[config.mk]
export PLATFORM = sky130hd
export DESIGN_NAME = keccak_target_check
export DESIGN_NICKNAME = d
export VERILOG_FILES = /design/src/keccak_pkg.sv /design/src/keccak_target_check.sv
export SDC_FILE = /design/constraint.sdc
export NUM_CORES = 1
export LEC_CHECK = 0
export ABC_AREA = 1
export BUFFER_PORTS_ARGS = -buffer_cell sky130_fd_sc_hd__buf_4
export CAP_MARGIN = 25
export CORE_AREA = 10 10 720 722
export DETAILED_ROUTE_END_ITERATION = 12
export DIE_AREA = 0 0 730 732
export SLEW_MARGIN = 20
export SYNTH_ARGS = -nofsm -noshare
export SYNTH_HDL_FRONTEND = slang
export SYNTH_SLANG_ARGS = --single-unit
[constraint.sdc]
create_clock -name clk -period 0.8 [get_ports clk]
set_input_delay 0.04 -clock clk [delete_from_list [all_inputs] [get_ports clk]]
set_output_delay 0.04 -clock clk [all_outputs]
set_load 0.1 [all_outputs]
[src/keccak_pkg.sv]
`default_nettype none

package keccak_pkg;

  ////////////////////////////////////////
  // widths
  ////////////////////////////////////////
  localparam int NUM_ROUNDS = 24;
  localparam int LANE_W     = 64;
  localparam int NUM_LANES  = 25;
  localparam int RATE_LANES = 17;
  localparam int STATE_W    = NUM_LANES * LANE_W;   // 1600
  localparam int BLOCK_W    = RATE_LANES * LANE_W;  // 1088, rate part
  localparam int HEADER_W   = 608;
  localparam int NONCE_W    = 32;
  localparam int TARGET_W   = 32;
  localparam int DIGEST_W   = 256;

  typedef logic [LANE_W-1:0]   lane_t;
  typedef logic [STATE_W-1:0]  state_t;    // lane 5y+x counted from the msb end
  typedef logic [BLOCK_W-1:0]  block_t;
  typedef logic [HEADER_W-1:0] header_t;
  typedef logic [NONCE_W-1:0]  nonce_t;
  typedef logic [TARGET_W-1:0] target_t;
  typedef logic [DIGEST_W-1:0] digest_t;   // byte 0 in the top byte
  typedef logic [4:0]          round_idx_t;

  ////////////////////////////////////////
  // iota constants, compact form
  ////////////////////////////////////////
  // bit i lands on lane bit 2**i - 1
  localparam logic [6:0] RC_TABLE [NUM_ROUNDS] = '{
    7'b0000001, 7'b0011010, 7'b1011110, 7'b1110000,
    7'b0011111, 7'b0100001, 7'b1111001, 7'b1010101,
    7'b0001110, 7'b0001100, 7'b0110101, 7'b0100110,
    7'b0111111, 7'b1001111, 7'b1011101, 7'b1010011,
    7'b1010010, 7'b1001000, 7'b0010110, 7'b1100110,
    7'b1111001, 7'b1011000, 7'b0100001, 7'b1110100
  };

  ////////////////////////////////////////
  // rho rotations, left, per lane 5y+x
  ////////////////////////////////////////
  localparam int RHO_OFFSET [NUM_LANES] = '{
     0,  1, 62, 28, 27,
    36, 44,  6, 55, 20,
     3, 10, 43, 25, 39,
    41, 45, 15, 21,  8,
    18,  2, 61, 56, 14
  };

endpackage

`default_nettype wire
[src/keccak_target_check.sv]
`timescale 1ns/10ps
`default_nettype none

module keccak_target_check
  import keccak_pkg::*;
#(
  parameter int ZERO_BITS = 224
)
(
  input  wire logic    clk,
  input  wire logic    rst_n,
  input  wire state_t  state_in,
  input  wire logic    state_valid,
  input  wire target_t target,
  output digest_t      digest,
  output logic         match,
  output logic         out_valid
);

  digest_t digest_next;
  logic    zero_ok;
  logic    target_ok;
  logic    match_next;

  // lanes 0..3 byte swapped into big endian order
  always_comb
  begin
    for (int k = 0; k < 4; k++)
    begin
      for (int j = 0; j < 8; j++)
      begin
        digest_next[DIGEST_W - 1 - 8*(8*k + j) -: 8] =
          state_in[STATE_W - LANE_W*(k+1) + 8*j +: 8];
      end
    end
  end

  assign zero_ok    = (digest_next >> (DIGEST_W - ZERO_BITS)) == '0;
  assign target_ok  = digest_next[TARGET_W-1:0] <= target;  // unsigned compare
  assign match_next = state_valid & zero_ok & target_ok;

  ////////////////////////////////////////
  // output register
  ////////////////////////////////////////
  always_ff @(posedge clk or negedge rst_n)
  begin
    if (!rst_n)
    begin
      match     <= 1'b0;
      out_valid <= 1'b0;
    end
    else
    begin
      match     <= match_next;
      out_valid <= state_valid;
    end
  end

  always_ff @(posedge clk)
    digest <= digest_next;

endmodule

`default_nettype wire

* Yosys cells after proc, flatten, opt, wreduce, memory -nomap -nowiden
Index checks and enable logic that the tools add are counted.
Storage, ports and cells: flip-flop bits (word level) 258, bits in latches 0, bits in writable memories 0, memory bits (read-only) 0, input bits 1635, output and inout port bits 258, memories kept 0
Cells by class: add/subtract/negate cells 0, $mul 0, div/mod/pow operators 0, $lt $le $gt $ge 1, equality and inequality tests 0, shifts and indexed selects 0, mux-type cells 0, bitwise logic cells 2, reduce and logical (&&, ||, !) cells 1
Operators with widths (count):
- $logic_not A256 Y1 | 1
- $le A32 B32 Y1 | 1
- $and A1 B1 Y1 | 2

* Logic depth before layout (Yosys ltp)
Gate-level depths: netlist of run 1.
word-level depth 3, depth in mapped cells 14, gate-level depth less buffers 14

* Worst setup path after synthesis of run 1
OpenSTA, ideal clock, no wires.
path kind in2reg, start point in target[7], end point reg match, library setup time 0.073 ns, data arrival time 0.918 ns, setup slack -0.191 ns, cell stages on the path 10, buffers on the path 0, cell sequence inv_1 ha_1 a21o_1 nor2_1 nand2_1 nand2_1 nand2_1 nand2_1 nand2_1 a21oi_2
Between the ends: longest elaborated chain between the ends 2
Ends and longest elaborated chain:
- from (decl) | line keccak_target_check.sv:14 | input wire target_t target,
- $le A32 B32 Y1 | line keccak_target_check.sv:39 | assign target_ok = digest_next[TARGET_W-1:0] <= target;
- $and A1 B1 Y1 | line keccak_target_check.sv:40 | assign match_next = state_valid & zero_ok & target_ok;
- via match_next | line keccak_target_check.sv:23 | logic match_next;
- to (signal assigned) | line keccak_target_check.sv:54 | match <= match_next;
- to (decl) | line keccak_target_check.sv:16 | output logic match,
The timed path passes the listed nets, and every way through them passes these cells.

* Final worst setup path of run 1
start point reg digest[47], end point out digest[47]
RTL lines:
- from (decl) | line keccak_target_check.sv:15 | output digest_t digest,
- from (signal assigned) | line keccak_target_check.sv:60 | digest <= digest_next;
No word-level cell between the ends.

==> metrics.txt, run 1 <==
status complete, but fails checks; failing checks negative setup slack; Post-Syn Nets 2288; Hold WS 0.0341 ns; routed len/inst 12.6 microns; Critical Path End Type primary output; setup TNS -106.30 ns; critical path data required time 0.76 ns; Place WS -1.27 ns; RD Place Congestion 0.729; layout cell share with drive strength beyond 1 0.593; area grow syn2layout 335%; clock buffer depth 3; Critical path buffers and inverters 1; global-route wire length before repair 128000 microns; Max Fclk 0.717 GHz; Final Hold Viols 0; CP Launch Type flip-flop; Design Area, Final 29900 sq um; Max stage delay on crit path 0.42 ns; Pre-Repair DR Iteration Count 4; die area 534000 sq um; Reg clk slew, reported paths 0.10 ns; Power Dens Cells 1520 nW/um^2; HP Start target[0]; Yosys reg bits 258; routed vias/inst 1.07; via count 9145; crit path kind flip-flop to primary output; Synth Instances 621; antenna viol nets, final 0; Die Wd 730 microns; hold crit path type input pin to flip-flop; TritonCTS clock tree done; RSZ-0062 raised after global routing yes; worst slew pin tran 0.307 ns; dpl hpwl 91900 microns; post-layout min period 1.39 ns; DRC 0; Starting Density 0.0136; IO buf count 548; post-synthesis sequential area ratio 0.754; total clock sinks 258; Yosys cell types 14; initial antenna violation count 100; # fillers 58700; Setup violations, final 262; I/O pins 1893; Warnings, synthesis 0; total grt overflow 0; Die Y 732 microns; Post-DP Area 21800 sq um; synthesized area 6870 sq um; leak pwr 9.80 nW; number of global-route vias before repair 10300; headroom to the max-slew limit 0.794; most frequent cells in the layout 421 x dlygate4sd3_1, 360 x buf_4, 264 x buf_12; Total GRT Usage 0.0390; WL final 107000 microns; core area 504000 sq um; Syn Area/Cell 11.1 sq um; Final period util 1.74; CTS H-tree depth 2; Worst path top cell family by delay flip-flops; final net count 3390; CP max FO 1; maxcap violations 0; hold endpoint match; site row count 261; CTS buffer count 35; setup ws final -0.594 ns; number of DRC markers in iteration 0 266; Final Slew Violations 0; Slowest-stage cell, CP dfxtp_4; CTS Root Cell clkbuf_16; hold depth 6; worst vdd ir 1.75 mV; commonest non-fill, non-tap cell in the layout dlygate4sd3_1; Critical Path AT 1.35 ns; CP Cell Sequence buf_16; Final Core Density 0.0593; largest net degree at the start of global routing 13
## worst min-delay path, cell delays in order
cell and delay (ns):
buf_4 0.08, ha_1 0.21, nand4_1 0.10, nor2_1 0.06, nand2_1 0.07, a21oi_2 0.05
## power by group
part / total, mW / switching, mW / leakage [nW] / internal, mW
logic: 13.3 / 7.80 / 7.01 / 5.46
clock network: 17.7 / 7.44 / 0.604 / 10.2
registers: 14.3 / 0.621 / 2.19 / 13.7
## how the worst max path moves through the flow
stage              startpoint         end  slack, ns  cells after the start
2_1_floorplan       target[5]       match      -0.15                     11
3_3_place_gp   state_in[1447]       match      -1.25                     12
3_5_place_dp   state_in[1447]       match      -1.27                     12
4_1_cts            digest[47]  digest[47]      -0.76                      1
5_1_grt            digest[47]  digest[47]      -0.72                      1
6_report           digest[47]  digest[47]      -0.59                      1
## flip-flops by register name, indices dropped and copies added, names as in the netlist
signal     cells
digest       256
match          1
out_valid      1
## cells by family after synthesis
kind of cell | count (synthesis) | share of synthesized area
DFF | 258 | 0.754
AOI/OAI and AO/OA | 20 | 0.0162
and+or+nand+nor | 271 | 0.150
adders and majority gates | 32 | 0.0583
buffers and inverters | 40 | 0.0219
## cells in the mapped netlist
cell     number  share of area
nand3_1       2         0.0015
nand2_1     108          0.059
inv_1        40          0.022
nor2_1      157          0.086
o21a_1        2         0.0022
dfxtp_1     256           0.75
nor3_1        1        0.00073
a21oi_2       1         0.0013
a21o_1        1         0.0011
a21oi_1      14          0.010
nand4_1       3         0.0027
ha_1         32          0.058
o21ai_0       2         0.0015
dfrtp_1       2         0.0073
## per-layer routing
layer,GRT usage,vias to the layer above,part of all wire
li1,-,4189,-
met1,0.0368,4125,0.34
met2,0.0566,648,0.41
met3,0.0397,177,0.21
met4,0.0148,6,0.036
met5,0,-,0.00026
## cell type report
cell class                 instances  area (sq um)  share of cell area
inverter                          40           175             0.00587
tap                             6706          8390               0.281
timing repair buffer            1065         12500               0.417
sequential                       258          5520               0.185
multi-input combinational        323          1950              0.0654
clock inverter                    15           224             0.00750
clock buffer                      47          1000              0.0336
antenna                           53           133             0.00444
## per-stage QoR
| step | instances | total power [mW] |
|---|---|---|
| final | 8507 | 45.3 |
| after global placement | 7973 | 24.8 |
| after global routing | 8466 | 47.6 |
| after detailed placement | 7973 | 24.9 |
| after CTS | 8455 | 46.5 |
| after floorplan | 621 | 19.8 |
## timing repair
| item | 4_1_cts | 5_1_grt |
|---|---|---|
| hold buffers | 421 | 1 |
| setup endpoints to repair | 259 | 261 |
| setup buffers | 0 | 0 |
| hold endpoints to repair | 260 | 2 |
| pin swaps | 15 | 18 |
| gates resized for setup | 586 | 37 |
No activity file was read; power rests on OpenSTA's default activity.
==> run 2, diff against run 1 <==
PLACE_DENSITY = 0.3   (was unset)
==> run 2 against run 1 <==
Net effect: the run still ends with negative setup slack left; via count down 5.1%; die area unchanged; cell count fell by 0.59%; worst hold slack worse by 0.018 ns; global-route usage shrank 1.4 points; wire length fell by 37%.
==> metrics.txt, run 2 (synthesis gave the netlist of run 1 again) <==
Power Dens Cells 1500 nW/um^2 (-0.70%); headroom to the max-slew limit 0.821 (+0.0271); Total GRT Usage 0.0248 (-0.0142); Critical Path AT 1.33 ns (-0.02 ns); Critical Path End Type primary output; biggest regs digest: 256 flops, match: 1 flops, out_valid: 1 flops; DRC 0 (unchanged); Final Hold Viols 0 (unchanged); worst slew pin tran 0.268 ns (-0.0392 ns); site row count 261 (unchanged); maxcap violations 0 (unchanged); leak pwr 9.82 nW (+0.19%); routed len/inst 7.95 microns (-37%); RD Place Congestion 0.690 (-5.4%); CTS Root Cell clkbuf_16; hold crit path type input pin to flip-flop; RSZ-0062 raised after global routing yes; Critical path buffers and inverters 2 (+1); critical path data required time 0.76 ns (about the same); Max Fclk 0.728 GHz (+1.6%); Final period util 1.72 (-0.0272); final net count 3388 (-0.059%); total grt overflow 0 (unchanged); initial antenna violation count 20 (-80%); clock buffer depth 3 (unchanged); antenna viol nets, final 0 (unchanged); IO buf count 548 (unchanged); register with the most flip-flops digest; Slowest-stage cell, CP dfrtp_1; via count 8675 (-5.1%); crit path kind flip-flop to primary output; die area 534000 sq um (unchanged); core area 504000 sq um (unchanged); CP Launch Type flip-flop; total clock sinks 258 (unchanged); I/O pins 1893 (unchanged); area grow syn2layout 336%; failing checks negative setup slack; TritonCTS clock tree done; CP max FO 1 (unchanged); Die Wd 730 microns (unchanged); global-route wire length before repair 88400 microns (-31%); dpl cells 7959 (-0.18%); max reg flops 256 (unchanged); layout cell share with drive strength beyond 1 0.608 (+0.0157); commonest non-fill, non-tap cell in the layout dlygate4sd3_1; most frequent cells in the layout 434 x dlygate4sd3_1, 348 x buf_4, 264 x buf_12; Place WS -1.48 ns (-0.209 ns); number of DRC markers in iteration 0 127 (-52%); WL final 67300 microns (-37%); status complete, but fails checks; CP Cell Sequence buf_12 -> buf_12; Starting Density 0.0136 (unchanged); Setup violations, final 266 (+1.5%); Worst path top cell family by delay flip-flops; dpl hpwl 54700 microns (-40%); Reg clk slew, reported paths 0.06 ns (-0.04 ns); largest net degree at the start of global routing 12 (-1); post-layout min period 1.37 ns (-0.0217 ns); Pre-Repair DR Iteration Count 4 (unchanged); Non-Filler Instances 8457 (-0.59%); crit-path most repeated cell buf_12; routed vias/inst 1.03 (-4.6%); Max stage delay on crit path 0.39 ns (-0.03 ns); CTS buffer count 40 (+14%); worst vdd ir 1.44 mV (-18%); Die Y 732 microns (unchanged); number of global-route vias before repair 10100 (-2.0%); Final Slew Violations 0 (unchanged); CTS H-tree depth 2 (unchanged); setup ws final -0.573 ns (+0.0217 ns)
[run 2: changes by cell type in the layout (fill, tap and decap cells not counted), sizes merged]
cell         before  now
diode            53    2
buf             644  624
dlygate4sd3     421  434
clkbuf           47   55
clkinv            4    8
inv              46   43
bufinv            4    3
[run 2: power by group]
part / total (mW) / internal [mW] / switching (mW)
logic: 12.7 / 5.51 / 7.16
registers: 14.3 / 13.7 / 0.606
clock network: 18.1 / 10.8 / 7.30
[run 2: cell type report]
cell class / count / area (sq um)
Fill cell: 58900 / 474000
Timing Repair Buffer: 1058 / 12400
Tap cell: 6706 / 8390
Antenna cell: 2 / 5.00
Clock buffer: 55 / 1120
Sequential cell: 258 / 5520
Inverter: 40 / 175
Multi-Input combinational cell: 323 / 2130
Clock inverter: 15 / 190
[run 2: path summary, 6_finish.rpt]
| check | startpoint | endpoint | slack (ns) | depth (start not counted) |
|---|---|---|---|---|
| hold / removal | state_in[1357] | match | 0.02 | 10 |
| min in group asynchronous | rst_n | out_valid | 0.42 | 3 |
| setup / recovery | match | match | -0.57 | 2 |
| max in group asynchronous | rst_n | out_valid | 0.17 | 3 |
[run 2: metal layers]
| layer | GRT usage | vias up | share of wire |
|---|---|---|---|
| met2 | 0.0399 | 467 | 0.46 |
| met5 | 0 | - | 0.00061 |
| met3 | 0.0173 | 67 | 0.15 |
| li1 | - | 4136 | - |
| met4 | 0.00764 | 6 | 0.026 |
| met1 | 0.0257 | 3999 | 0.37 |
[run 2: what timing repair did]
action	in CTS	in global routing
gates resized for setup	754	81
pin swaps	9	52
setup endpoints to repair	259	261
buffers inserted	0	0
endpoints found under the hold margin	260	10
hold buffers	439	8
[run 2: per-stage QoR]
stage	TNS, ns	hold WS, ns	cell area [sq um]	utilization	power (mW)
global placement	-1.60	-0.0912	21000	0.0417	23.7
global route	-124.80	0.0153	29900	0.0594	47.3
CTS	-130.21	0.000298	29800	0.0592	46.4
detailed placement	-1.55	-0.0908	21000	0.0417	23.7
floorplan	-0.272	-0.256	7440	-	19.8
finish	-99.75	0.0166	29900	0.0594	45.1
